==> src/conv_ctrl_pkg.sv <==
package conv_ctrl_pkg;

        // Geometry of one frame
        localparam int num_channels = 3;
        localparam int num_lanes = 8;
        localparam int num_taps = 25;   // A 5x5 kernel flattened to one sequence

        typedef logic [1:0] channel_t;

        typedef logic [4:0] tap_t;

        typedef logic [2:0] lane_t;

        // The output drain is the only FSM in the layer
        typedef enum logic {
                drain_idle,
                drain_busy
        } drain_state_t;

endpackage

==> src/conv_types_pkg.sv <==
package conv_types_pkg;

        // Widths of the number formats along the datapath
        localparam int sample_w = 12;
        localparam int weight_w = 8;
        localparam int acc_w = 25;     // 25 products of 20 bits need 5 guard bits
        localparam int chsum_w = 27;   // Room for the sum of three lane totals
        localparam int result_w = 12;

        // Output scaling is a divide by 256 followed by clipping
        localparam int scale_shift = 8;
        localparam int result_max = 2047;
        localparam int result_min = -2048;

        typedef logic signed [sample_w-1:0] sample_t;

        typedef logic signed [weight_w-1:0] weight_t;

        typedef logic signed [acc_w-1:0] acc_t;

        typedef logic signed [chsum_w-1:0] chsum_t;

        typedef logic signed [result_w-1:0] result_t;

        // One sample per lane of every channel, channel is the outer index
        typedef sample_t [conv_ctrl_pkg::num_channels-1:0][conv_ctrl_pkg::num_lanes-1:0]
                samples_t;

endpackage

==> src/mac_bus_if.sv <==
`timescale 1ns/1ps

interface mac_bus_if;

        import conv_types_pkg::*;
        import conv_ctrl_pkg::*;

        logic en;       // One registered beat for the lanes
        logic first;    // Beat holds tap 0, lanes restart their sums
        logic last;     // Beat holds the final tap of the frame
        samples_t samples;
        weight_t [num_channels-1:0] weights;

        modport feeder (
                output en,
                output first,
                output last,
                output samples,
                output weights
        );

        modport array (
                input en,
                input first,
                input last,
                input samples,
                input weights
        );

endinterface

==> src/tap_sequencer.sv <==
`timescale 1ns/1ps

module tap_sequencer (
        input  logic clk,
        input  logic rst,
        input  logic valid_in,
        input  conv_types_pkg::samples_t in_samples,
        output conv_ctrl_pkg::tap_t tap,
        input  conv_types_pkg::weight_t [conv_ctrl_pkg::num_channels-1:0] weights,
        mac_bus_if.feeder bus
);

        import conv_ctrl_pkg::*;

        logic tap_is_last;

        assign tap_is_last = (tap == tap_t'(num_taps - 1));

        // Tap counter moves on beats only, so idle gaps inside a frame are harmless
        always_ff @(posedge clk) begin
                if (rst) begin
                        tap <= '0;
                        bus.en <= 1'b0;
                        bus.first <= 1'b0;
                        bus.last <= 1'b0;
                end else begin
                        bus.en <= valid_in;
                        if (valid_in) begin
                                bus.first <= (tap == '0);
                                bus.last <= tap_is_last;
                                if (tap_is_last)
                                        tap <= '0;
                                else
                                        tap <= tap + tap_t'(1);
                        end
                end
        end

        // Samples and the weights of the current tap travel together
        always_ff @(posedge clk) begin
                if (valid_in) begin
                        bus.samples <= in_samples;
                        bus.weights <= weights;
                end
        end

endmodule

==> src/flat_wrapper.sv <==
// flat-port wrapper written by rule: the top's interface ports become plain ports
module tap_sequencer_flat import conv_ctrl_pkg::*;
  (clk, rst, valid_in, in_samples, tap, weights, bus_en, bus_first, bus_last, bus_samples, bus_weights);
  mac_bus_if bus_i ();
  input  logic clk;
  input  logic rst;
  input  logic valid_in;
  input  conv_types_pkg::samples_t in_samples;
  output conv_ctrl_pkg::tap_t tap;
  input  conv_types_pkg::weight_t [conv_ctrl_pkg::num_channels-1:0] weights;
  output wire logic [$bits(bus_i.en)-1:0] bus_en;
  output wire logic [$bits(bus_i.first)-1:0] bus_first;
  output wire logic [$bits(bus_i.last)-1:0] bus_last;
  output wire logic [$bits(bus_i.samples)-1:0] bus_samples;
  output wire logic [$bits(bus_i.weights)-1:0] bus_weights;
  assign bus_en = bus_i.en;
  assign bus_first = bus_i.first;
  assign bus_last = bus_i.last;
  assign bus_samples = bus_i.samples;
  assign bus_weights = bus_i.weights;
  tap_sequencer u_core (.clk(clk), .rst(rst), .valid_in(valid_in), .in_samples(in_samples), .tap(tap), .weights(weights), .bus(bus_i));
endmodule
==> config.mk <==
export PLATFORM = sky130hd
export DESIGN_NAME = tap_sequencer_flat
export DESIGN_NICKNAME = d
export VERILOG_FILES = /design/src/conv_ctrl_pkg.sv /design/src/conv_types_pkg.sv /design/src/mac_bus_if.sv /design/src/tap_sequencer.sv /design/src/flat_wrapper.sv
export SDC_FILE = /design/constraint.sdc
export NUM_CORES = 1
export LEC_CHECK = 0
export BUFFER_PORTS_ARGS = -buffer_cell sky130_fd_sc_hd__buf_2
export CORE_AREA = 2 2 247 249
export CTS_CLUSTER_SIZE = 20
export DETAILED_ROUTE_END_ITERATION = 10
export DIE_AREA = 0 0 249 251
export SETUP_SLACK_MARGIN = 0.2
export SLEW_MARGIN = 30
export SYNTH_ARGS = -nofsm -noshare
export SYNTH_HDL_FRONTEND = slang
export SYNTH_SLANG_ARGS = --single-unit
==> constraint.sdc <==
create_clock -name clk -period 1.6 [get_ports clk]
set_input_delay 0.08 -clock clk [delete_from_list [all_inputs] [get_ports clk]]
set_output_delay 0.08 -clock clk [all_outputs]
set_load 0.01 [all_outputs]
======== After elaboration in Yosys (flattened, before gate mapping) ========
Index checks and enable logic that the tools add are counted.
storage, ports and cells
  register bits ........................... 320
  input bits .............................. 315
  output and inout bits ................... 320
  word-level logic and storage cells ...... 35
cells by class
  $add $sub $neg .......................... 1
  equal/unequal tests ..................... 1
  multiplexer cells ....................... 1
  reduce and logical (&&, ||, !) cells .... 1
operators by type and width
  kind                                                            number
  5-bit by 1-bit adder with 5-bit output (second input constant)  1
  5-bit equality test (second input constant)                     1
  5-bit zero test                                                 1
  5-bit 2-to-1 mux                                                1

======== Longest topological paths before layout ========
  depth after elaboration ................. 2
  gate-level depth with buffers ........... 5
  depth with buffers taken out ............ 5

======== Worst setup path before layout ========
No wires, ideal clock.
  path type ............................... register to register
  start point ............................. register u_core.tap[0]
  end point ............................... register u_core.tap[0]
  setup time .............................. 0.064 ns
  arrival time ............................ 1.173 ns
  required time ........................... 1.536 ns
  path slack .............................. 0.363 ns
  cell stages (with the launch flop) ...... 6
  buffers on the path ..................... 0
  clock period less this slack ............ 1.237 ns
  cell sequence ........................... dfxtp_1 -> inv_1 -> ha_1 -> nor2b_2 -> a41o_1 -> nor2_1
on the way
  word-level cells in the longest chain between the ends .. 2
  elaborated cells between the ends (all ways) .. 3
  those cells by class .................... add/sub (1); eq/ne (1); mux (1)
ends and longest elaborated chain
  item                                                                                  RTL line                                  text
  start, declared                                                                       tap_sequencer.sv:8                        output conv_ctrl_pkg::tap_t tap,
  start signal, assigned                                                                tap_sequencer.sv:34                       tap <= tap + tap_t'(1);
  5-bit by 1-bit adder with 5-bit output / 5-bit equality test (equally long branches)  tap_sequencer.sv:34, tap_sequencer.sv:17
  5-bit 2-to-1 mux *                                                                    tap_sequencer.sv:31                       if (tap_is_last)
Every way passes the cells marked *; elsewhere a longest branch is shown, timed or not.
A chain may end at the register's enable or synchronous reset.

======== Worst setup path after layout ========
  start point ............................. register u_core.tap[1]
  end point ............................... register u_core.tap[0]
on the way
  word-level cells in the longest chain between the ends .. 2
ends and longest elaborated chain
  item                 RTL line             text
  5-bit equality test  tap_sequencer.sv:17  assign tap_is_last = (tap == tap_t'(num_taps - 1));
  5-bit 2-to-1 mux     tap_sequencer.sv:31
Every way passes these cells.

==> results_dict.tcl <==
set metrics [dict create \
    dp_worst_setup_slack_ns 0.328 \
    cts_buffers 36 \
    path_buf_inv 1 \
    ant_nets 0 \
    drcViolationCount 0 \
    setup_viol 0 \
    rsz0062_at_grt "false" \
    netlist.area_leader.share 0.965 \
    core_sq_mm 0.0598 \
    netlist_area_sq_mm 0.00971 \
    track_usage 0.108 \
    start_util 0.162 \
    place_inst 1788 \
    required_ns 2.05 \
    hold_path_class "input pin to flip-flop" \
    worst_slew_pin_slew_ns 0.372 \
    status "complete, no violations" \
    synthTopCellsByArea "edfxtp_1 96%, dfxtp_1 1.6%, xor2_1 0.27%, ha_1 0.26%, nor2_1 0.23%" \
    tns_ns 0 \
    crit_family "flip-flops" \
    layoutNonFillerInstCount 2171 \
    die_w_um 249 \
    grt_overflow 0 \
    syn-num-nets 665 \
    area_delta_synth_final_pct 89.3 \
    max-slew-margin-rel 0.752 \
    arrival_ns 1.72 \
    grt_max_degree 67 \
    worst_setup_path_start_kind "flip-flop" \
    cts.clk_slew.worst_paths_ns 0.06 \
    wirelength_um 35800 \
    grt_pass1_wl_um 50800 \
    drv_cap 0 \
    cts_htree_levels 2 \
    drtIter0Drc 356 \
    tritoncts "done" \
    wl_per_cell_um 16.5 \
    syn_area_per_cell_sq_um 27.9 \
    period_minus_slack_ns 1.27 \
    crit_slowest_cell "dfxtp_1" \
    insertion_delay_ns 0.52 \
    vdd_drop_max_mv 0.950 \
    cpPeakStageDelay_ns 0.40 \
    ctsLongestPathBuffers 3 \
    yosys.area.top_type "edfxtp_1" \
    ys_types 17 \
    fmax_mhz 785 \
    skew_ns 0.00342 \
    cp_cell_sequence "inv_1, ha_1, nor2b_2, a41o_1, nor2_1" \
    die_h_um 251 \
    critPathCaptureType "flip-flop" \
    dieArea_sq_mm 0.0625 \
    leakagePower_nw 7.69 \
    io-pin-count 635 \
    yosysSeqAreaShare 0.981 \
    hold_viol 0 \
    drtPass1Iterations 4 \
    final_cell_area_sq_mm 0.0184 \
    setup_slack_ns 0.326 \
    vias 7492 \
    cts_sinks 320 \
    criticalPathCategory "flip-flop to flip-flop" \
    post_drt_via_cell_ratio 3.45 \
    grt_pass1_vias 8418 \
    drive_gt1_frac 0.511 \
    slew_violations 0 \
    fin_total_pwr_mw 20.4 \
    fin_crit_sh 0.796 \
    antenna_found_initial 13 \
    postPlaceCellArea_sq_mm 0.0141 \
    routabilityCongestion 0.824 \
    ys_ff_latch 320 \
    powerDensity_mw_per_mm2 1110 \
    postSynthCellCount 348 \
    cts-root-buf "clkbuf_16" \
    dp_hpwl_um 25400 \
    finalNetCount 1675 \
    rows 90 \
    yosysWarnings 0 \
    placement.io_buffers 634 \
    cp_max_fo 5 \
]
state kept, by name (all words and copies together) (netlist names):
name	count
u_core.bus.en	1
u_core.bus.first	1
u_core.tap	5
u_core.bus.samples	288
u_core.bus.last	1
u_core.bus.weights	24
path summary, 6_finish.rpt:
path / from / to / slack [ns] / cells past startpoint
min: in_samples[34] / u_core.bus.samples[34] / 0.26 / 2
max reg2reg: u_core.tap[1] / u_core.tap[0] / 0.33 / 5
max: u_core.tap[1] / u_core.tap[0] / 0.33 / 5
min reg2reg: u_core.bus.last / u_core.bus.last / 0.48 / 2
report_power, final:
part / leakage (nW) / internal, mW / total (mW) / switching (mW)
sequential: 3.12 / 9.93 / 10.1 / 0.197
combinational: 4.03 / 1.25 / 2.36 / 1.12
clock: 0.544 / 4.71 / 7.93 / 3.22
total: 7.69 / 15.9 / 20.4 / 4.53
synth_stat cells:
library cell and number:
edfxtp_1 312, dfxtp_1 8, nor2_1 6, nand4_1 3, xor2_1 3, a21oi_1 2, ha_1 2, inv_1 2
nand2b_1 2, a41o_1 1, buf_2 1, mux2i_1 1, nand2_1 1, nand3_1 1, nor2b_1 1, nor2b_2 1
xnor2_1 1
metal layers:
metal | GRT usage | part of all wire | wire length [um] | vias up
met5 | 0 | 0.00075 | 27 | -
met4 | 0.0457 | 0.037 | 1330 | 4
met3 | 0.0469 | 0.10 | 3590 | 75
met2 | 0.189 | 0.49 | 17500 | 423
met1 | 0.114 | 0.37 | 13400 | 3555
li1 | - | - | - | 3435
stage by stage:
| step | util | hold WS [ns] |
|---|---|---|
| after floorplan | - | 0.149 |
| after global placement | 0.236 | 0.256 |
| after detailed placement | 0.236 | 0.258 |
| after CTS | 0.307 | 0.205 |
| after global routing | 0.307 | 0.213 |
| final | 0.307 | 0.259 |
kinds of logic (layout without fill, tap and decap cells):
kind of cell / after synthesis / in the layout / share of synthesized area
other: 0 / 5 / 0
adders and majority gates: 2 / 2 / 0.00258
buffers and inverters: 3 / 1039 / 0.00129
and+or+nand+nor: 15 / 15 / 0.00799
xor gates and xnor gates: 4 / 4 / 0.00361
AOI/OAI and AO/OA: 3 / 3 / 0.00206
muxes: 1 / 1 / 0.00103
DFF: 320 / 320 / 0.981
layout make-up:
cell class              instances  area [sq um]
repair buffers                973          6560
fillers                      5844         41400
multi-input cells              25           168
flip-flops and latches        320          9530
clock inverters                19           168
diodes                          5          12.5
well taps                     782           978
clock buffers                  45           956
inverters                       2          7.51
what timing repair did:
item	in CTS	in global routing
gates resized for setup	0	1
endpoints found under the hold margin	333	0
hold buffers	314	0
endpoints found under the setup margin	0	1
setup buffers	0	0
placed cells by master, fill, tap and decap left out:
cell	n
buf_12	4
ha_1	2
dlygate4sd3_1	314
a41o_1	1
clkinv_2	3
clkinv_4	1
dfxtp_1	7
diode_2	5
nor2_1	6
inv_1	2
clkinv_1	10
nand3_1	1
mux2i_1	1
xor2_1	3
xnor2_1	1
clkbuf_16	37
nand2b_1	2
bufinv_16	3
buf_4	21
nor2b_1	1
edfxtp_1	312
buf_8	1
dfxtp_2	1
buf_2	633
inv_6	1
clkinvlp_4	1
nor2b_2	1
nand2_1	1
nand4_1	3
a21oi_1	2
clkbuf_1	8
Power figures use the tool's default switching activity.
