`src/conv_ctrl_pkg.sv`:
```
package conv_ctrl_pkg;

        // Geometry of one frame
        localparam int num_channels = 3;
        localparam int num_lanes = 8;
        localparam int num_taps = 25;   // A 5x5 kernel flattened to one sequence

        typedef logic [1:0] channel_t;

        typedef logic [4:0] tap_t;

        typedef logic [2:0] lane_t;

        // The output drain is the only FSM in the layer
        typedef enum logic {
                drain_idle,
                drain_busy
        } drain_state_t;

endpackage

```
`src/conv_types_pkg.sv`:
```
package conv_types_pkg;

        // Widths of the number formats along the datapath
        localparam int sample_w = 12;
        localparam int weight_w = 8;
        localparam int acc_w = 25;     // 25 products of 20 bits need 5 guard bits
        localparam int chsum_w = 27;   // Room for the sum of three lane totals
        localparam int result_w = 12;

        // Output scaling is a divide by 256 followed by clipping
        localparam int scale_shift = 8;
        localparam int result_max = 2047;
        localparam int result_min = -2048;

        typedef logic signed [sample_w-1:0] sample_t;

        typedef logic signed [weight_w-1:0] weight_t;

        typedef logic signed [acc_w-1:0] acc_t;

        typedef logic signed [chsum_w-1:0] chsum_t;

        typedef logic signed [result_w-1:0] result_t;

        // One sample per lane of every channel, channel is the outer index
        typedef sample_t [conv_ctrl_pkg::num_channels-1:0][conv_ctrl_pkg::num_lanes-1:0]
                samples_t;

endpackage

```
`src/weight_bank.sv`:
```
`timescale 1ns/1ps

module weight_bank (
        input  logic clk,
        input  logic rst,
        input  logic weight_we,
        input  conv_ctrl_pkg::channel_t weight_channel,
        input  conv_ctrl_pkg::tap_t weight_tap,
        input  conv_types_pkg::weight_t weight_data,
        input  conv_ctrl_pkg::tap_t tap,
        output conv_types_pkg::weight_t [conv_ctrl_pkg::num_channels-1:0] weights
);

        import conv_types_pkg::*;
        import conv_ctrl_pkg::*;

        weight_t [num_channels-1:0][num_taps-1:0] weight_regs;

        // Writes that fall outside the kernel are dropped
        always_ff @(posedge clk) begin
                if (rst) begin
                        weight_regs <= '0;
                end else if (weight_we && weight_channel < num_channels &&
                             weight_tap < num_taps) begin
                        weight_regs[weight_channel][weight_tap] <= weight_data;
                end
        end

        // Every channel reads the same tap in the same cycle
        always_comb begin
                for (int c = 0; c < num_channels; c++) begin
                        weights[c] = weight_regs[c][tap];
                end
        end

endmodule

```
`config.mk`:
```
export PLATFORM = sky130hd
export DESIGN_NAME = weight_bank
export DESIGN_NICKNAME = d
export VERILOG_FILES = /design/src/conv_ctrl_pkg.sv /design/src/conv_types_pkg.sv /design/src/weight_bank.sv
export SDC_FILE = /design/constraint.sdc
export NUM_CORES = 1
export LEC_CHECK = 0
export ABC_AREA = 1
export BUFFER_PORTS_ARGS = -buffer_cell sky130_fd_sc_hd__buf_2
export CAP_MARGIN = 20
export CELL_PAD_IN_SITES_DETAIL_PLACEMENT = 1
export CELL_PAD_IN_SITES_GLOBAL_PLACEMENT = 2
export CORE_ASPECT_RATIO = 0.6
export CORE_MARGIN = 4
export CORE_UTILIZATION = 37
export DETAILED_ROUTE_END_ITERATION = 12
export GPL_ROUTABILITY_DRIVEN = 0
export GPL_TIMING_DRIVEN = 0
export PLACE_DENSITY = 0.87
export SYNTH_ARGS = -nofsm -noshare
export SYNTH_HDL_FRONTEND = slang
export SYNTH_SLANG_ARGS = --single-unit
```
`constraint.sdc`:
```
create_clock -name clk -period 3.92 [get_ports clk]
set_input_delay 0.588 -clock clk [delete_from_list [all_inputs] [get_ports clk]]
set_output_delay 0.588 -clock clk [all_outputs]
set_load 0.01 [all_outputs]
```
Word level (Yosys, flattened, before mapping):

Cells that the tools add are included.

* magnitude comparators: 7
* muxes and demuxes: 11
* reduce and logical (&&, ||, !) cells: 4

Operator list (number)
* bitwise mux 600 bit: 1
* demux 200 bit (select 2 bit): 1
* two-way mux 200 bit: 1
* binary-select mux 8 bit (select 5 bit): 3
* demux 8 bit (select 5 bit): 1
* two-way mux 8 bit: 4
* less-than comparator 5 x 6 -> 1 bit (second input constant): 2
* >= comparator 5 x 1 -> 1 bit (second input constant): 1
* less-than comparator 5 bit (second input constant): 1
* logical AND 1 bit: 4
* less-than comparator 2 x 3 -> 1 bit (second input constant): 1
* >= comparator 2 x 1 -> 1 bit (second input constant): 1
* less-than comparator 2 bit (second input constant): 1

* bits in registers: 600

Longest topological paths before layout:

Gate-level depths: netlist of the first run.

* depth in word-level cells: 7
* depth in mapped cells: 11
* gate-level depth less buffers: 9

Least setup slack after synthesis of the first run:

Ideal clock, no wire load.

* kind: input-to-output
* from: input port tap[1]
* to: output port weights[14] in the netlist's numbering
* data arrival time: 1.774 ns
* data required time: 3.332 ns
* path slack: 1.558 ns
* stages on the path: 9
* buffers on the path: 3
* cell sequence: buf_2 > clkbuf_1 > buf_1 > nand3_1 > nand3_1 > nand2_1 > nor2_1 > nor2_1 > nor2_1

RTL lines
* start: declaration: RTL line weight_bank.sv:10 `input conv_ctrl_pkg::tap_t tap,`
* end: declaration: RTL line weight_bank.sv:11 `output conv_types_pkg::weight_t [conv_ctrl_pkg::num_channels-1:0] weights`

==> results of run 1 <==
==> kinds of logic (layout without fill, tap and decap cells) <==
kind of cell / count (synthesis) / in the layout / share of synthesized area (%)
other: 0 / 4 / 0
buffers and inverters: 802 / 958 / 10.6
DFF: 600 / 600 / 41.4
AOI/OAI and AO/OA: 650 / 650 / 11.2
and+or+nand+nor: 2658 / 2658 / 36.7
==> metrics by stage <==
stage / utilization (%) / hold WS [ns] / power [mW] / setup slack, ns / cells
global route: 42.3 / 0.353 / 14.5 / -0.0303 / 5919
CTS: 42.2 / 0.320 / 14.2 / 0.00408 / 5915
detailed placement: 39.4 / 0.457 / 7.73 / -0.499 / 5802
finish: 42.3 / 0.340 / 14.2 / -0.0410 / 5923
floorplan: - / 0.435 / 7.00 / 1.56 / 4710
global placement: 39.3 / 0.447 / 7.71 / -0.474 / 5798
==> layout by cell type (no fill, tap or decap), types with 9 or more instances in the layout <==
cell | synthesis | final
clkbuf_8 | 0 | 16
nand2_1 | 962 | 962
nor2_2 | 10 | 11
inv_1 | 503 | 503
o21ai_0 | 598 | 598
buf_1 | 19 | 16
clkbuf_2 | 0 | 22
a21oi_1 | 47 | 47
nand3_1 | 349 | 349
inv_2 | 35 | 35
nor2_1 | 1288 | 1287
dfxtp_1 | 600 | 600
clkbuf_16 | 0 | 71
clkbuf_1 | 206 | 199
clkinv_2 | 1 | 9
buf_2 | 30 | 64
nand2_2 | 30 | 30
nor2_4 | 15 | 15
==> synth_stat cells (2+ instances only) <==
library cell / instances / area share [%]
o21ai_1: 4 / 0.069
nand2_2: 30 / 0.65
buf_1: 19 / 0.25
dfxtp_1: 600 / 41
inv_2: 35 / 0.45
nand2_1: 962 / 12
buf_2: 30 / 0.52
nor2_4: 15 / 0.58
nor2_1: 1288 / 17
inv_1: 503 / 6.5
a21oi_1: 47 / 0.81
inv_4: 2 / 0.043
buf_4: 4 / 0.10
nor2_2: 10 / 0.22
nand3_1: 349 / 6.0
nand3_2: 2 / 0.069
clkbuf_1: 206 / 2.7
o21ai_0: 598 / 10
buf_6: 2 / 0.078
==> cell type report <==
type,count,area share [%]
Multi-Input combinational cell,3308,42.4
Sequential cell,600,36.6
Clock buffer,102,6.26
Inverter,541,6.21
Tap cell,1053,4.02
Buffer,261,3.35
Timing Repair Buffer,43,0.881
Clock inverter,11,0.267
Antenna cell,4,0.0305
==> power groups by stage <==
stage	Combinational [mW]	Sequential [mW]	Clock [mW]
after floorplan	0.738	6.26	0
after CTS	1.48	6.13	6.56
after global placement	1.45	6.26	0
final	1.57	6.13	6.48
after detailed placement	1.47	6.26	0
after global routing	1.62	6.13	6.77
==> worst paths after layout <==
check | to | slack (ns) | depth (start not counted)
min | weight_regs[599] | 0.34 | 2
max | weights[23] | -0.04 | 12
min reg2reg | weight_regs[395] | 0.47 | 2
max reg2reg | weight_regs[492] | 3.22 | 2
==> worst register-to-register path, stage by stage (launching register included) <==
cell	delay, ns
dfxtp_1	0.41
nor2_1	0.08
nor2_1	0.14
==> layer usage <==
| metal | vias up | part of all wire, % | global-route usage (%) | wire length [um] |
|---|---|---|---|---|
| li1 | 14687 | - | - | - |
| met1 | 15485 | 47 | 52.8 | 69300 |
| met2 | 1497 | 38 | 46.3 | 55300 |
| met4 | 8 | 2.8 | 9.02 | 4060 |
| met5 | - | 0.033 | 0 | 49 |
| met3 | 231 | 13 | 11.8 | 18600 |
==> repair_timing <==
action / CTS / global route
setup endpoints to repair: 23 / 17
resized for setup: 18 / 23
hold buffers: 0 / 0
==> flow_metrics.tcl, run 1 <==
set metrics [dict create \
    antenna_found_initial 13 \
    critical_path_arrival_ns 3.37 \
    cp_num_buf_inv 5 \
    drt_wl_total_um 147000 \
    io_pins 47 \
    path_clk_slew_ns 0.07 \
    worstPathCellList "buf_2, buf_2, clkbuf_2, buf_2, nand2_1, nand3_1, nand3_1, nand2_1, nor2_1, nor2_1, nor2_2, buf_2" \
    clk_latency_ns 0.65 \
    cts_buffers 66 \
    syn_avg_cell_area_sq_um 6.16 \
    yosysUniqueCellTypes 23 \
    p_seq_share_pct 43.2 \
    finalHoldViolCount 0 \
    synth_nets 4733 \
    viasPerCell 5.39 \
    top_regs "weight_regs: 600 flops" \
    regArea_sq_um 12000 \
    crit_family "buffers and inverters" \
    postCtsSetupRepairBufs 0 \
    netlist_area_sq_um 29000 \
    multi_input_area_sq_um 13900 \
    drv_slew 0 \
    drtPass1Iterations 6 \
    die-area_sq_um 83100 \
    swShare_pct 28.8 \
    crit_path_frequent_cell "buf_2" \
    slowest_delay_ns 0.52 \
    slew_headroom_pct 13.6 \
    outcome "finished with violations" \
    cts_tree "done" \
    nFillCells 10588 \
    portBuffers 35 \
    post-route-drc-count 0 \
    die_h_um 225 \
    drtAntennaViolNets 0 \
    synth_edf_count 0 \
    worst_path_max_delay_cell "buf_2" \
    layout.nets 4844 \
    dp_hpwl_um 111000 \
    pwr-share-clk_pct 45.7 \
    setup_viol 2 \
    drive_gt1_share_pct 6.12 \
    endpoint_kind "output port" \
    grt.total_usage_pct 34.8 \
    crit_path_start "tap[0]" \
    largest_register "weight_regs" \
    r2r-start "weight_regs[492]" \
    p_per_area_nw_per_um2 432 \
    fmax_mhz 252 \
    seq_area_frac_synth_pct 41.4 \
    cts_sinks 600 \
    hp-start "rst" \
    area_growth_pct 13.1 \
    grt_pass1_wl_um 209000 \
    internal-power_mw 10.1 \
    synth_top_flop_cell "dfxtp_1" \
    worstSetupStartpointType "primary input" \
    critPathKind "primary input to output port" \
    worst_slack_ns -0.0410 \
    cts.path.max_buffers 3 \
    critPathRequiredTime_ns 3.33 \
    drtIter0Drc 3956 \
    design_area_sq_um 32800 \
    worstMarginPinSlew_ns 1.30 \
    grt_pass1_vias 29437 \
    num_rows 79 \
    synth.yosys.warnings 0 \
    fin_crit_ns 3.96 \
    p_sw_mw 4.08 \
    violations "setup timing" \
    ys_async_sr_fraction_pct 0 \
    synthCells 4710 \
    irDropWorstVdd_mv 0.312 \
    vias 31908 \
    worstHoldPathType "primary input to flop" \
    initial_core_util_pct 37.4 \
    largest_register_ffs 600 \
    static-leakage-power_nw 13.3 \
    combPwrFrac_pct 11.1 \
    grt_max_degree 14 \
    cts_root_buffer "clkbuf_16" \
    setup_tns_ns -0.0489 \
    layout_worst_path_cycle_share_pct 101 \
    htreeDepth 3 \
    placed_area_sq_um 30600 \
    grt_overflow 0 \
    fp.dieW_um 369 \
    fin_worst_skew_ns 0 \
    cp_max_fo 10 \
    core_area_sq_um 77600 \
    synth_seq_cells 600 \
    maxCapViolCount 0 \
    wl_per_cell_um 24.9 \
]
Note: power is estimated with default switching activity, not from simulation.
==> inputs of run 2 (changes only) <==
- SLEW_MARGIN: default -> 20
- clock period: 3.92 -> 4.59 ns (I/O delays scaled with it)
==> flow_metrics.tcl, run 2 (synthesis gave the netlist of run 1 again) <==
set metrics [dict create \
    place_ws_ns -0.0558 \
    irDropWorstVdd_mv 0.274 \
    cts_sinks 600 \
    path_clk_slew_ns 0.07 \
    finalHoldViolCount 0 \
    io_pins 47 \
    worstSetupStartpointType "primary input" \
    vias 32023 \
    layout.nets 4834 \
    setup.reg_to_reg.worst_slack_ns 3.91 \
    fin_cells 5914 \
    hp-start "rst" \
    drtPass1Iterations 5 \
    violations "setup timing" \
    drtIter0Drc 3980 \
    cts_buffers 61 \
    regArea_sq_um 12000 \
    critPathRequiredTime_ns 3.90 \
    drtAntennaViolNets 0 \
    drt_wl_total_um 147000 \
    die_h_um 225 \
    slowest_delay_ns 0.94 \
    crit_path_start "tap[0]" \
    cts_tree "done" \
    multi_input_area_sq_um 13900 \
    layout_worst_path_cycle_share_pct 101 \
    drive_gt1_share_pct 5.66 \
    area_growth_pct 12.5 \
    die-area_sq_um 83100 \
    fp.dieW_um 369 \
    p_total_mw 12.0 \
    r2r-end "weight_regs[192]" \
    largest_register_ffs 600 \
    fin_worst_skew_ns 0 \
    worst_path_max_delay_cell "clkbuf_1" \
    placed_area_sq_um 30500 \
    num_rows 79 \
    worstPathCellList "buf_2, inv_2, clkbuf_1, clkbuf_1, nand2_1, nand3_1, nand3_1, nand3_1, nand2_1, inv_1, nor2_1, buf_2" \
    slew_headroom_pct 13.8 \
    core_area_sq_um 77600 \
    static-leakage-power_nw 13.2 \
    worstHoldPathType "primary input to flop" \
    largest_register "weight_regs" \
    grt.total_usage_pct 34.6 \
    cts.path.max_buffers 3 \
    critical_path_arrival_ns 3.93 \
    min_path_cells 2 \
    cp_num_buf_inv 6 \
    post-route-drc-count 0 \
    htreeDepth 2 \
    crit_path_frequent_cell "nand3_1" \
    hold_buffers 0 \
    viasPerCell 5.41 \
    dpl.cell_count 5799 \
    worst_slack_ns -0.0313 \
    postCtsSetupRepairBufs 0 \
    endpoint_kind "output port" \
    rsz0062_at_grt "false" \
    fin_crit_ns 4.62 \
    fmax_mhz 216 \
    wl_per_cell_um 24.9 \
    drv_slew 0 \
    grt_overflow 0 \
    antenna_found_initial 11 \
    mostFrequentLayoutCells "nor2_1 (1288), nand2_1 (962), dfxtp_1 (600)" \
    reg2reg_depth 2 \
    crit_family "buffers and inverters" \
    dp_hpwl_um 111000 \
    cp_num_cells 12 \
    nFillCells 10421 \
    r2r-start "weight_regs[192]" \
    hold_end "weight_regs[399]" \
    critPathKind "primary input to output port" \
    portBuffers 35 \
    p_per_area_nw_per_um2 367 \
    design_area_sq_um 32600 \
    initial_core_util_pct 37.4 \
    outcome "finished with violations" \
    top_regs "weight_regs: 600 flops" \
    clk_latency_ns 0.66 \
    cp_max_fo 10 \
    setup_viol 2 \
    grt_pass1_wl_um 209000 \
    worstMarginPinSlew_ns 1.29 \
    cts_root_buffer "clkbuf_16" \
    maxCapViolCount 0 \
    grt_pass1_vias 29578 \
    final_common_cell "nor2_1" \
    grt_max_degree 16 \
]
[run 2: where the power goes]
group	internal (mW)	switching [mW]	leakage, nW
Sequential	5.22	0.00954	4.83
Clock	3.06	2.35	1.02
Combinational	0.260	1.07	7.35
Total	8.54	3.43	13.2
[run 2: layout make-up]
cell class | instances | area share (%)
clock buffers | 92 | 5.60
diodes | 4 | 0.0307
well taps | 1053 | 4.04
multi-input cells | 3308 | 42.6
repair buffers | 38 | 0.652
clock inverters | 17 | 0.740
flip-flops and latches | 600 | 36.8
inverters | 541 | 6.24
plain buffers | 261 | 3.25
[run 2: through the flow]
step	utilization, %	hold slack, ns	setup TNS [ns]
2_1_floorplan	-	0.435	0
3_3_place_gp	39.3	0.447	-0.00764
3_5_place_dp	39.3	0.456	-0.0558
4_1_cts	42.0	0.411	0
5_1_grt	42.0	0.456	0
6_report	42.0	0.444	-0.0541
[run 2: worst reg2reg max path: stages, from the launching register on]
cell,delay (ns)
dfxtp_1,0.40
nand2_1,0.08
a21oi_1,0.14
[run 2: worst max-delay path by stage]
| stage | endpoint | slack [ns] |
|---|---|---|
| final | weights[18] | -0.03 |
| after global routing | weights[23] | 0.01 |
| after CTS | weights[23] | 0.15 |
| after detailed placement | weights[23] | -0.06 |
| after global placement | weights[23] | -0.005 |
| after floorplan | weights[14] | 2.03 |
[run 2: routing by layer]
layer	track usage, %	vias to the layer above	share of wire [%]
met3	10.3	238	12
met4	9.78	2	3.2
met1	53.1	15471	47
li1	-	14658	-
met5	0	-	0.0088
met2	46.0	1654	37
[run 2: what timing repair did]
action | 4_1_cts | 5_1_grt
gates cloned | 0 | 0
gates resized for setup | 1 | 2
setup endpoints to repair | 1 | 1
