**src/conv_ctrl_pkg.sv**
```systemverilog
package conv_ctrl_pkg;

        // Geometry of one frame
        localparam int num_channels = 3;
        localparam int num_lanes = 8;
        localparam int num_taps = 25;   // A 5x5 kernel flattened to one sequence

        typedef logic [1:0] channel_t;

        typedef logic [4:0] tap_t;

        typedef logic [2:0] lane_t;

        // The output drain is the only FSM in the layer
        typedef enum logic {
                drain_idle,
                drain_busy
        } drain_state_t;

endpackage

```
**src/conv_types_pkg.sv**
```systemverilog
package conv_types_pkg;

        // Widths of the number formats along the datapath
        localparam int sample_w = 12;
        localparam int weight_w = 8;
        localparam int acc_w = 25;     // 25 products of 20 bits need 5 guard bits
        localparam int chsum_w = 27;   // Room for the sum of three lane totals
        localparam int result_w = 12;

        // Output scaling is a divide by 256 followed by clipping
        localparam int scale_shift = 8;
        localparam int result_max = 2047;
        localparam int result_min = -2048;

        typedef logic signed [sample_w-1:0] sample_t;

        typedef logic signed [weight_w-1:0] weight_t;

        typedef logic signed [acc_w-1:0] acc_t;

        typedef logic signed [chsum_w-1:0] chsum_t;

        typedef logic signed [result_w-1:0] result_t;

        // One sample per lane of every channel, channel is the outer index
        typedef sample_t [conv_ctrl_pkg::num_channels-1:0][conv_ctrl_pkg::num_lanes-1:0]
                samples_t;

endpackage

```
**src/result_drain.sv**
```systemverilog
`timescale 1ns/1ps

module result_drain (
        input  logic clk,
        input  logic rst,
        input  conv_types_pkg::acc_t
                [conv_ctrl_pkg::num_channels-1:0][conv_ctrl_pkg::num_lanes-1:0] totals,
        input  logic totals_valid,
        output logic valid_out,
        output conv_types_pkg::result_t conv_out
);

        import conv_types_pkg::*;
        import conv_ctrl_pkg::*;

        drain_state_t state;
        lane_t lane_cnt;                // Lane currently on conv_out
        result_t [num_lanes-1:0] lane_results;
        result_t [num_lanes-1:0] out_buf;

        // Channel sum, divide by 256, then clip to the output range
        always_comb begin
                chsum_t lane_sum;
                chsum_t scaled;
                for (int l = 0; l < num_lanes; l++) begin
                        lane_sum = '0;
                        for (int c = 0; c < num_channels; c++) begin
                                lane_sum = lane_sum + $signed(totals[c][l]);
                        end
                        scaled = lane_sum >>> scale_shift;
                        if (scaled > result_max)
                                lane_results[l] = result_t'(result_max);
                        else if (scaled < result_min)
                                lane_results[l] = result_t'(result_min);
                        else
                                lane_results[l] = result_t'(scaled);
                end
        end

        always_ff @(posedge clk) begin
                if (rst) begin
                        state <= drain_idle;
                        lane_cnt <= '0;
                end else begin
                        case (state)
                                drain_idle: begin
                                        if (totals_valid) begin
                                                state <= drain_busy;
                                                lane_cnt <= '0;
                                        end
                                end
                                drain_busy: begin
                                        if (lane_cnt == lane_t'(num_lanes - 1))
                                                state <= drain_idle;
                                        lane_cnt <= lane_cnt + lane_t'(1);
                                end
                                default: state <= drain_idle;
                        endcase
                end
        end

        // Lane 0 leaves first, the rest move down one place per cycle
        always_ff @(posedge clk) begin
                if (totals_valid)
                        out_buf <= lane_results;
                else if (state == drain_busy)
                        out_buf <= {result_t'(0), out_buf[num_lanes-1:1]};
        end

        assign conv_out = out_buf[0];
        assign valid_out = (state == drain_busy);

endmodule

```
**config.mk**
```make
export PLATFORM = sky130hd
export DESIGN_NAME = result_drain
export DESIGN_NICKNAME = d
export VERILOG_FILES = /design/src/conv_ctrl_pkg.sv /design/src/conv_types_pkg.sv /design/src/result_drain.sv
export SDC_FILE = /design/constraint.sdc
export NUM_CORES = 1
export LEC_CHECK = 0
export BUFFER_PORTS_ARGS = -buffer_cell sky130_fd_sc_hd__buf_2
export CELL_PAD_IN_SITES_DETAIL_PLACEMENT = 1
export CELL_PAD_IN_SITES_GLOBAL_PLACEMENT = 1
export CORE_MARGIN = 8
export CORE_UTILIZATION = 35
export CTS_CLUSTER_SIZE = 25
export DETAILED_ROUTE_END_ITERATION = 8
export PLACE_DENSITY_LB_ADDON = 0.1
export SYNTH_ARGS = -nofsm -noshare
export SYNTH_HDL_FRONTEND = slang
export SYNTH_SLANG_ARGS = --single-unit
```
**constraint.sdc**
```tcl
create_clock -name clk -period 6.6 [get_ports clk]
set_input_delay 0.66 -clock clk [delete_from_list [all_inputs] [get_ports clk]]
set_output_delay 0.66 -clock clk [all_outputs]
set_load 0.05 [all_outputs]
```
Yosys cells after proc, flatten, opt, wreduce, memory -nomap -nowiden
Cells that the tools add are included.
- add/sub/neg operators: 17
- $mul: 0
- div/mod/pow operators: 0
- order comparisons: 16
- equality and inequality tests: 2
- shifts and indexed selects: 0
- multiplexer cells: 23
- bitwise operators: 1
- reductions and logical operators: 1
- operators with widths (cell ; count):
    adder 26 x 25 -> 27 bit ; 8
    adder 25 x 25 -> 26 bit ; 8
    two-way mux 12 bit ; 16
    two-way mux 96 bit ; 2
    > comparator 19 x 12 -> 1 bit (second input constant) ; 8
    < comparator 19 x 12 -> 1 bit (second input constant) ; 8
    case mux 3 bit (2 select lines) ; 1
    adder 3 x 1 -> 3 bit (second input constant) ; 1
    == test 3 bit (second input constant) ; 1
    two-way mux 3 bit ; 1
    two-way mux 1 bit ; 2
    != test 2 bit (second input constant) ; 1
    case mux 1 bit (2 select lines) ; 1
    nonzero test 2 bit ; 1
    NOT 1 bit ; 1
- bits in registers: 100
- latch bits: 0
- RAM bits: 0
- memory bits (read-only): 0
- input bits: 603
- output and inout port bits: 13
- word-level logic and storage cells: 70
- memories: 0

Depth between registers and ports, before layout
Gate-level depths: netlist of run 1.
- depth after elaboration: 6
- mapped depth: 15
- depth with buffers taken out: 14

Worst setup path after synthesis of run 1
OpenSTA, ideal clock, no wires.
- kind: input -> register
- start: input port totals[4] (netlist name)
- end: register out_buf, in the netlist conv_out[10], data pin
- library setup time: 0.256 ns
- arrival: 3.729 ns
- data required time: 6.344 ns
- path slack: 2.615 ns
- stages on the path: 15
- buffers on the path: 1
- path through: inv_1 fa_1 inv_1 ha_1 a211oi_1 o21ai_2 nor2_4 o221ai_4 a21oi_2 o21ai_1 xnor2_1 or4_4 o31ai_4 buf_6 a21oi_2
- word-level cells in the longest chain between the ends: 6
- elaborated cells between the ends (all ways): 7
- classes of those cells: 2 x add/sub; 2 x order compare; 3 x mux
- ends and longest elaborated chain (element ; RTL line ; source):
    start: declaration ; result_drain.sv:7 ; [conv_ctrl_pkg::num_channels-1:0][conv_ctrl_pkg::num_lanes-1:0] totals,
    adder 25 x 25 -> 26 bit * ; result_drain.sv:28 ; lane_sum = lane_sum + $signed(totals[c][l]);
    adder 26 x 25 -> 27 bit * ; result_drain.sv:28 ;
    < comparator 19 x 12 -> 1 bit ; result_drain.sv:33 ; else if (scaled < result_min)
    two-way mux 12 bit ; result_drain.sv:33 ;
    two-way mux 12 bit * ; result_drain.sv:31 ; if (scaled > result_max)
    two-way mux 96 bit * ; result_drain.sv:64 ; if (totals_valid)
    end signal: assignment ; result_drain.sv:65 ; out_buf <= lane_results;
    end signal: assignment ; result_drain.sv:67 ; out_buf <= {result_t'(0), out_buf[num_lanes-1:1]};
    end: declaration ; result_drain.sv:19 ; result_t [num_lanes-1:0] out_buf;
Mark *: on every way between the ends. The rest lies on a longest branch, timed or not.
A chain may end at the register's enable or synchronous reset.

Worst setup path in the final report of run 1
- start: input port totals[53] (netlist name)
- end: register out_buf[34] (netlist name), data pin
The elaborated chain is that of the path after synthesis.

==> results of run 1 <==
cells by family (layout without fill, tap and decap cells):
family | count (synthesis) | count (layout) | synth area share
flip-flops | 100 | 100 | 0.163
multiplexers | 8 | 8 | 0.00454
XOR/XNOR | 120 | 120 | 0.0578
adder cells (fa/ha/maj) | 394 | 394 | 0.350
AO/OA/AOI/OAI | 585 | 585 | 0.223
AND/OR/NAND/NOR | 493 | 493 | 0.134
buffers and inverters | 306 | 885 | 0.0683
layout make-up:
cell class,count,area share
well taps,680,0.0385
clock buffers,10,0.0103
flip-flops and latches,100,0.134
inverters,249,0.0424
multi-input cells,1600,0.632
clock inverters,6,0.00170
repair buffers,620,0.141
worst max path at each step:
stage	cells after the start	slack, ns	to	startpoint
after floorplan	15	2.62	conv_out[10]	totals[4]
after global placement	15	1.58	out_buf[32]	totals[53]
after detailed placement	15	1.42	out_buf[34]	totals[53]
after CTS	15	1.75	out_buf[34]	totals[53]
after global routing	15	1.36	out_buf[32]	totals[53]
final	15	1.69	out_buf[34]	totals[53]
where the power goes:
part | internal (mW) | switching (mW) | total, mW
logic | 1.31 | 1.83 | 3.14
clock network | 0.255 | 0.229 | 0.484
registers | 0.907 | 0.0613 | 0.968
placed cells by master, fill, tap and decap left out, types with 9 or more instances in the layout:
master,instances
a211oi_1,26
a21o_1,43
a21oi_1,157
a21oi_2,26
a31oi_1,13
a41oi_1,9
and2_1,12
and3_1,15
buf_2,614
clkbuf_16,9
edfxtp_1,96
fa_1,192
ha_1,202
inv_1,248
nand2_1,108
nand2b_1,25
nand3_1,44
nand4_1,20
nor2_1,160
nor2b_1,23
nor3_1,28
nor3b_1,9
o211ai_1,13
o21a_1,22
o21ai_0,96
o21ai_1,9
o21bai_1,11
o221a_2,11
o22ai_1,38
o31ai_1,12
xnor2_1,77
xor2_1,43
registers in the layout, summed over array words and instances (netlist names):
register	flops
conv_out	12
valid_out	1
out_buf	84
lane_cnt	3
metrics by stage:
step | hold slack, ns | utilization
after floorplan | 0.495 | -
after global placement | 0.512 | 0.426
after detailed placement | 0.537 | 0.426
after CTS | 0.502 | 0.431
after global routing | 0.508 | 0.431
final | 0.517 | 0.431
per-layer routing:
metal,vias up,part of all wire,GRT usage
met5,-,0,0
met2,313,0.56,0.397
met1,8221,0.39,0.218
met3,63,0.030,0.0276
met4,0,0.018,0.0361
li1,8287,-,-
worst max-delay path, stage by stage:
cell and delay [ns]:
buf_2 0.07, inv_1 0.04, fa_1 0.53, inv_1 0.04
ha_1 0.30, a21oi_1 0.18, o311ai_1 0.16, a21oi_1 0.56
a21boi_0 0.25, o21ai_0 0.25, a31oi_1 0.12, nor4_1 0.28
a41oi_1 0.51, a21oi_1 0.84, nor2_1 0.14
==> results_dict.tcl, run 1 <==
set metrics [dict create \
    outcome "finished, final reports clean" \
    syn_nets 3003 \
    dieWidth_um 244 \
    dp_cells 3249 \
    multi_input_area_um2 14000 \
    cp.required_ns 6.66 \
    ys_warn_count 0 \
    io_pins 616 \
    cts_hold_repair.buffers 0 \
    reg2reg_to "out_buf[77]" \
    fillers 6253 \
    routedWlPerCell_um 18.6 \
    start_kind "primary input" \
    cts_sinks 100 \
    vias_per_cell 5.17 \
    hold_start "rst" \
    portBuffers 615 \
    power_mw 4.60 \
    timing.setup.tns_ns 0 \
    hold_path_depth 2 \
    synthArstFlopShare 0 \
    setup_ws_ns 1.69 \
    dp_hpwl_mm 54.7 \
    grt_max_degree 61 \
    fin_crit_ns 4.91 \
    antenna_left 0 \
    setup_viol 0 \
    yosysUniqueCellTypes 98 \
    post-cts-setup-buffers 0 \
    antenna_found_initial 0 \
    rr_startpoint "valid_out" \
    vdd_drop_max_uv 107 \
    synth_edf_count 96 \
    grt_pass1_vias 19400 \
    tritoncts "yes" \
    maxCapViolCount 0 \
    synth_area_leaders "fa_1 21%, edfxtp_1 16%, ha_1 14%" \
    synth.most_common_cell "inv_1" \
    yosysTopAreaCellShare 0.211 \
    synth_largest_area_cell "fa_1" \
    dr.pass1.iters 4 \
    finalMaxSlewViolations 0 \
    fmax_mhz 204 \
    post_synth.cell_area_avg_um2 9.07 \
    holdCritPathClass "primary input to flop" \
    cp-end-kind "flop" \
    path_class "primary input to flop" \
    max-clock-path-buffers 2 \
    power_density_nw_per_um2 208 \
    grt_pass1_wl_mm 97.7 \
    diodes 0 \
    path_max_fanout 12 \
    crit_arrival_ns 4.96 \
    path_clk_slew_ns 0.07 \
    r2r_cells 3 \
    drive_gt1_frac 0.277 \
    die_area_um2 59500 \
    netlist_instances 2006 \
    clk_latency_ns 0.35 \
    place_congestion 0.863 \
    hold_path_end "lane_cnt[2]" \
    drc 0 \
    routed_wl_mm 60.7 \
    initial_utilization 0.354 \
    seq_area_um2 2960 \
    hold_viol_final 0 \
    area_growth_pct 21.7 \
    grt-ovfl-total 0 \
    detail_route.iter0.violations 404 \
    rsz0062_at_grt "false" \
    die_y_um 244 \
    rows 83 \
    cts_root_buffer "clkbuf_16" \
    ys_seq_area_frac 0.163 \
    rrSetupSlack_ns 4.45 \
    place_ws_ns 1.42 \
    ys_ff_latch 100 \
    tightest_slew_ns 1.11 \
    synth_top_cells_by_count "249 x inv_1, 202 x ha_1, 192 x fa_1" \
    slew_headroom 0.253 \
    skew_ns 0.0111 \
    cts-htree-levels 3 \
    final_nets 3577 \
    p_leak_nw 10.4 \
    synth_ff_type "edfxtp_1" \
    core_um2 51300 \
    placed_area_um2 21900 \
    grt_use_total 0.198 \
    cts_resized 0 \
    instances_no_fill 3265 \
    synth_area_um2 18200 \
    fin_area_um2 22100 \
    post-route-period-util 0.743 \
    cts_buffers 9 \
    dr_total_vias 16900 \
]
Note: power is estimated with default switching activity, not from simulation.
==> inputs of run 2 (changes only) <==
ABC_AREA = 1   (was unset)
clock period = 4.77 ns   (was 6.6 ns; I/O delays follow)
==> results_dict.tcl, run 2 <==
set metrics [dict create \
    yosysTopAreaCellShare 0.215 \
    cts_root_buffer "clkbuf_16" \
    routed_wl_mm 86.9 \
    p_clk_frac 0.088 \
    netlist_instances 3693 \
    grt_use_total 0.224 \
    area_growth_pct 17.9 \
    clk_latency_ns 0.36 \
    final_cell_mix "1340 x nand2_1, 697 x inv_1, 615 x buf_2, 335 x nor2_1, 223 x a21oi_1" \
    cts_sinks 100 \
    synth_area_um2 23400 \
    vdd_drop_max_uv 182 \
    instances_no_fill 5151 \
    cts-htree-levels 3 \
    drive_gt1_frac 0.171 \
    power_frac_seq 0.168 \
    path_class "primary input to flop" \
    p_sw_frac 0.541 \
    initial_utilization 0.355 \
    fillers 9060 \
    place_ws_ns 0.965 \
    grt_pass1_wl_mm 138 \
    final_nets 5279 \
    grt-ovfl-total 0 \
    path_cells "buf_2, fa_1, ha_1, inv_2, nor3_1, nand3_1, a21oi_1, nor2_1, nand3_1, nand2_1, nor2_1, nand3_1, a21oi_2, a21oi_1" \
    io_pins 616 \
    synth_top_cells_by_count "1340 x nand2_1, 698 x inv_1, 335 x nor2_1" \
    comb_power_share 0.744 \
    start_kind "primary input" \
    cp.required_ns 4.83 \
    grt_pass1_vias 26800 \
    regMostFlops "out_buf" \
    tritoncts "yes" \
    top_usage_layer "met2" \
    dp_cells 5135 \
    synthArstFlopShare 0 \
    net-switching-power_mw 4.40 \
    crit_arrival_ns 3.53 \
    portBuffers 615 \
    setup_viol 0 \
    worstPathBufferInverterCount 2 \
    layout_commonest_cell "nand2_1" \
    holdCritPathClass "primary input to flop" \
    p_int_mw 3.73 \
    post-route-period-util 0.727 \
    routedWlPerCell_um 16.9 \
    slew_headroom 0.508 \
    rsz0062_at_grt "false" \
    synth.most_common_cell "nand2_1" \
    cts_hold_repair.buffers 0 \
    core_um2 65900 \
    fin_crit_ns 3.47 \
    syn_nets 4690 \
    detail_route.iter0.violations 917 \
    cts_resized 0 \
    synth_ff_type "edfxtp_1" \
    grt_max_degree 68 \
    rows 94 \
    post-cts-setup-buffers 0 \
    antenna_found_initial 1 \
    skew_ns 0.0125 \
    cp-end-kind "flop" \
    path_max_fanout 11 \
    tightest_slew_ns 0.737 \
    cp_slowest_cell "a21oi_2" \
    final_util 0.418 \
    cp_top_family "adder cells" \
    max-clock-path-buffers 2 \
    globalRouteMet3Util 0.0222 \
    dp_hpwl_mm 79.9 \
    largest_reg_flops 84 \
    dr_total_vias 24700 \
    maxCapViolCount 0 \
    grt_util_met2 0.428 \
    ys_seq_area_frac 0.127 \
    placed_area_um2 27200 \
    fin_area_um2 27500 \
    synth_edf_count 96 \
    critical_path.max_stage_delay_ns 0.60 \
    setup_ws_ns 1.30 \
    vias_per_cell 4.79 \
    die_y_um 274 \
    path_clk_slew_ns 0.07 \
    dieWidth_um 274 \
    ys_ff_latch 100 \
    met1_usage 0.275 \
    post_synth.cell_area_avg_um2 6.32 \
    synth_area_leaders "nand2_1 22%, fa_1 16%, edfxtp_1 12%" \
    hold_viol_final 0 \
    power_density_nw_per_um2 295 \
    p_leak_nw 15.4 \
    drc 0 \
    finalMaxSlewViolations 0 \
    die_area_um2 75300 \
    diodes 0 \
    cts_buffers 9 \
    antenna_left 0 \
    outcome "finished, final reports clean" \
    cp_common_cell "nand3_1" \
    dr.pass1.iters 6 \
    timing.setup.tns_ns 0 \
    ys_warn_count 0 \
    place_congestion 0.890 \
    yosysUniqueCellTypes 46 \
    fmax_mhz 288 \
    synth_largest_area_cell "nand2_1" \
]
-- run 2: worst register-to-register path, stage by stage, from the launching register on --
cell and delay [ns]:
dfxtp_1 0.44, nor2_1 0.16, inv_4 0.37, buf_4 0.58
-- run 2: cells by family (layout without fill, tap and decap cells) --
logic type               Yosys count  after routing  share of synthesized area
AND/OR/NAND/NOR                 1988           1988                      0.346
buffers and inverters            746           1340                      0.126
adder cells (fa/ha/maj)          394            394                      0.273
AO/OA/AOI/OAI                    372            372                     0.0928
flip-flops                       100            100                      0.127
XOR/XNOR                          93             93                     0.0352
-- run 2: power groups by stage --
stage,Sequential (mW),Combinational (mW),Clock (mW)
global placement,1.38,6.06,0
CTS,1.37,6.14,0.735
floorplan,1.36,4.30,0
detailed placement,1.39,6.10,0
finish,1.37,6.05,0.714
global route,1.39,6.86,0.769
-- run 2: cell type report --
type                    count  area (um2)  share of cell area
repair buffers            620        3120               0.113
flip-flops and latches    100        2960               0.108
multi-input cells        2847       17400               0.634
clock inverters             7        55.1             0.00200
clock buffers               9         225             0.00818
inverters                 704        2650              0.0961
well taps                 864        1080              0.0393
-- run 2: layer usage --
| metal | routed length (um) | vias to the layer above |
|---|---|---|
| li1 | - | 12600 |
| met1 | 37600 | 11600 |
| met2 | 45700 | 392 |
| met3 | 2710 | 59 |
| met4 | 971 | 2 |
| met5 | 13 | - |
-- run 2: final timing paths --
path	slack (ns)	cells after the start	from	end
min	0.35	2	rst	lane_cnt[2]
min reg2reg	0.47	2	lane_cnt[2]	lane_cnt[2]
max reg2reg	2.86	3	valid_out	out_buf[94]
max	1.30	14	totals[49]	out_buf[14]
-- run 2: stage by stage --
stage,power (mW),hold WS (ns)
CTS,8.25,0.329
floorplan,5.66,0.439
global placement,7.45,0.459
finish,8.13,0.347
global route,9.02,0.338
detailed placement,7.49,0.463
==> inputs of run 3 (changes only) <==
CORE_UTILIZATION = 34   (was 35)
clock period = 2.8 ns   (was 4.77 ns; I/O delays follow)
==> results_dict.tcl, run 3 (synthesized netlist as in run 2, its figures left out) <==
set metrics [dict create \
    largest_reg_flops 84 \
    rr_startpoint "valid_out" \
    antenna_left 0 \
    layout_commonest_cell "nand2_1" \
    start_kind "primary input" \
    cts-htree-levels 3 \
    io_pins 616 \
    cts_root_buffer "clkbuf_16" \
    initial_utilization 0.342 \
    core_um2 68300 \
    rrSetupSlack_ns 0.99 \
    setup_ws_ns 0.00472 \
    tritoncts "yes" \
    cts_sinks 100 \
    grt_use_total 0.233 \
    die_area_um2 77300 \
    crit_end "out_buf[52]" \
    fmax_mhz 358 \
    cp_slowest_cell "fa_1" \
    cts_buffers 9 \
    p_leak_nw 18.5 \
    place_congestion 0.913 \
    tightest_slew_ns 0.805 \
    critical_path.max_stage_delay_ns 0.60 \
    skew_ns 0.00802 \
    post-route-period-util 0.998 \
    crit_arrival_ns 2.89 \
    final_cell_mix "1090 x nand2_1, 651 x inv_1, 612 x buf_2, 506 x buf_4, 231 x nand2_2" \
    cp_common_cell "nand2_1" \
    reg2reg_to "out_buf[66]" \
    rsz0062_at_grt "true" \
    path_cells "buf_2, fa_1, ha_4, nand2_1, buf_4, nand3_1, inv_1, o21ai_0, nand2_1, nand3_1, nand2_1, nand2_1, nor2_2, nand3_2, a21oi_4, clkbuf_16, a21oi_2" \
    area_growth_pct 54.8 \
    clk_latency_ns 0.35 \
    drive_gt1_frac 0.422 \
    routedWlPerCell_um 17.9 \
    fin_area_um2 36100 \
    portBuffers 615 \
    path_class "primary input to flop" \
    cp-end-kind "flop" \
    grt_pass1_wl_mm 148 \
    die_y_um 278 \
    grt_max_degree 87 \
    path_clk_slew_ns 0.07 \
    timing.setup.tns_ns 0 \
    outcome "finished, final reports clean" \
    place_ws_ns -0.560 \
    power_density_nw_per_um2 538 \
    antenna_found_initial 3 \
    rows 96 \
    holdCritPathClass "primary input to flop" \
    grt_pass1_vias 29000 \
    cp.required_ns 2.90 \
    vias_per_cell 4.84 \
    routed_wl_mm 102 \
    max-clock-path-buffers 2 \
    fin_crit_ns 2.80 \
    path_max_fanout 5 \
    maxCapViolCount 0 \
    dp_hpwl_mm 85.6 \
    dieWidth_um 278 \
    detail_route.iter0.violations 919 \
    drc 0 \
    grt-ovfl-total 0 \
    setup_viol 0 \
    regMostFlops "out_buf" \
    slew_headroom 0.464 \
    hold_viol_final 0 \
    dr_total_vias 27600 \
    crit_start "totals[111]" \
    placed_area_um2 31000 \
    final_nets 5813 \
    vdd_drop_max_uv 248 \
    finalMaxSlewViolations 0 \
    r2r_cells 3 \
    dr.pass1.iters 5 \
]
[run 3: changes by cell type in the layout (fill, tap and decap cells not counted), sizes merged]
cell / before / now
nand2: 1354 / 1361
buf: 620 / 1141
clkbuf: 9 / 18
diode: 0 / 3
inv: 708 / 702
bufinv: 0 / 1
clkinvlp: 1 / 3
[run 3: metrics by stage]
| stage | total power [mW] | utilization | cells | hold WS (ns) |
|---|---|---|---|---|
| final | 19.4 | 0.529 | 5706 | 0.145 |
| after global routing | 21.0 | 0.529 | 5706 | 0.130 |
| after CTS | 16.9 | 0.469 | 5655 | 0.130 |
| after detailed placement | 15.1 | 0.453 | 5629 | 0.467 |
| after global placement | 14.8 | 0.453 | 5629 | 0.452 |
| after floorplan | 9.64 | - | 3693 | 0.349 |
[run 3: worst min path at each step]
stage	startpoint	to	slack (ns)	cells after the start
finish	rst	lane_cnt[2]	0.14	2
detailed placement	lane_cnt[2]	lane_cnt[2]	0.47	2
CTS	rst	lane_cnt[2]	0.13	2
global route	rst	lane_cnt[1]	0.13	2
floorplan	rst	lane_cnt[1]	0.35	1
global placement	lane_cnt[1]	lane_cnt[1]	0.45	2
[run 3: what timing repair did]
item,in CTS,in global routing
cloned,1,14
endpoints found under the hold margin,0,0
setup endpoints to repair,79,93
gates resized for setup,137,822
hold buffers,0,0
pin swaps,43,271
setup buffers,9,34
[run 3: routing by layer]
metal	track usage	wire length [um]
met1	0.269	40900
met2	0.454	55600
met5	0	0
met4	0.0511	2590
met3	0.0276	2770
[run 3: cell type report]
type	instances	area (um2)
diodes	3	7.51
clock buffers	12	246
clock inverters	4	50.0
fillers	8905	32200
inverters	704	2660
multi-input cells	2854	21700
flip-flops and latches	100	2960
well taps	882	1100
repair buffers	1147	7370
[run 3: worst max-delay path, delay by kind of cell]
kind,cells,cell delay (ns)
AO/OA/AOI/OAI,3,0.36
adder cells (fa/ha/maj),2,0.84
buffers and inverters,4,0.50
AND/OR/NAND/NOR,8,0.91
[run 3: report_power, final]
part | switching (mW) | internal (mW) | total, mW
Combinational | 8.80 | 7.01 | 15.8
Clock | 0.542 | 0.717 | 1.26
Sequential | 0.154 | 2.21 | 2.36
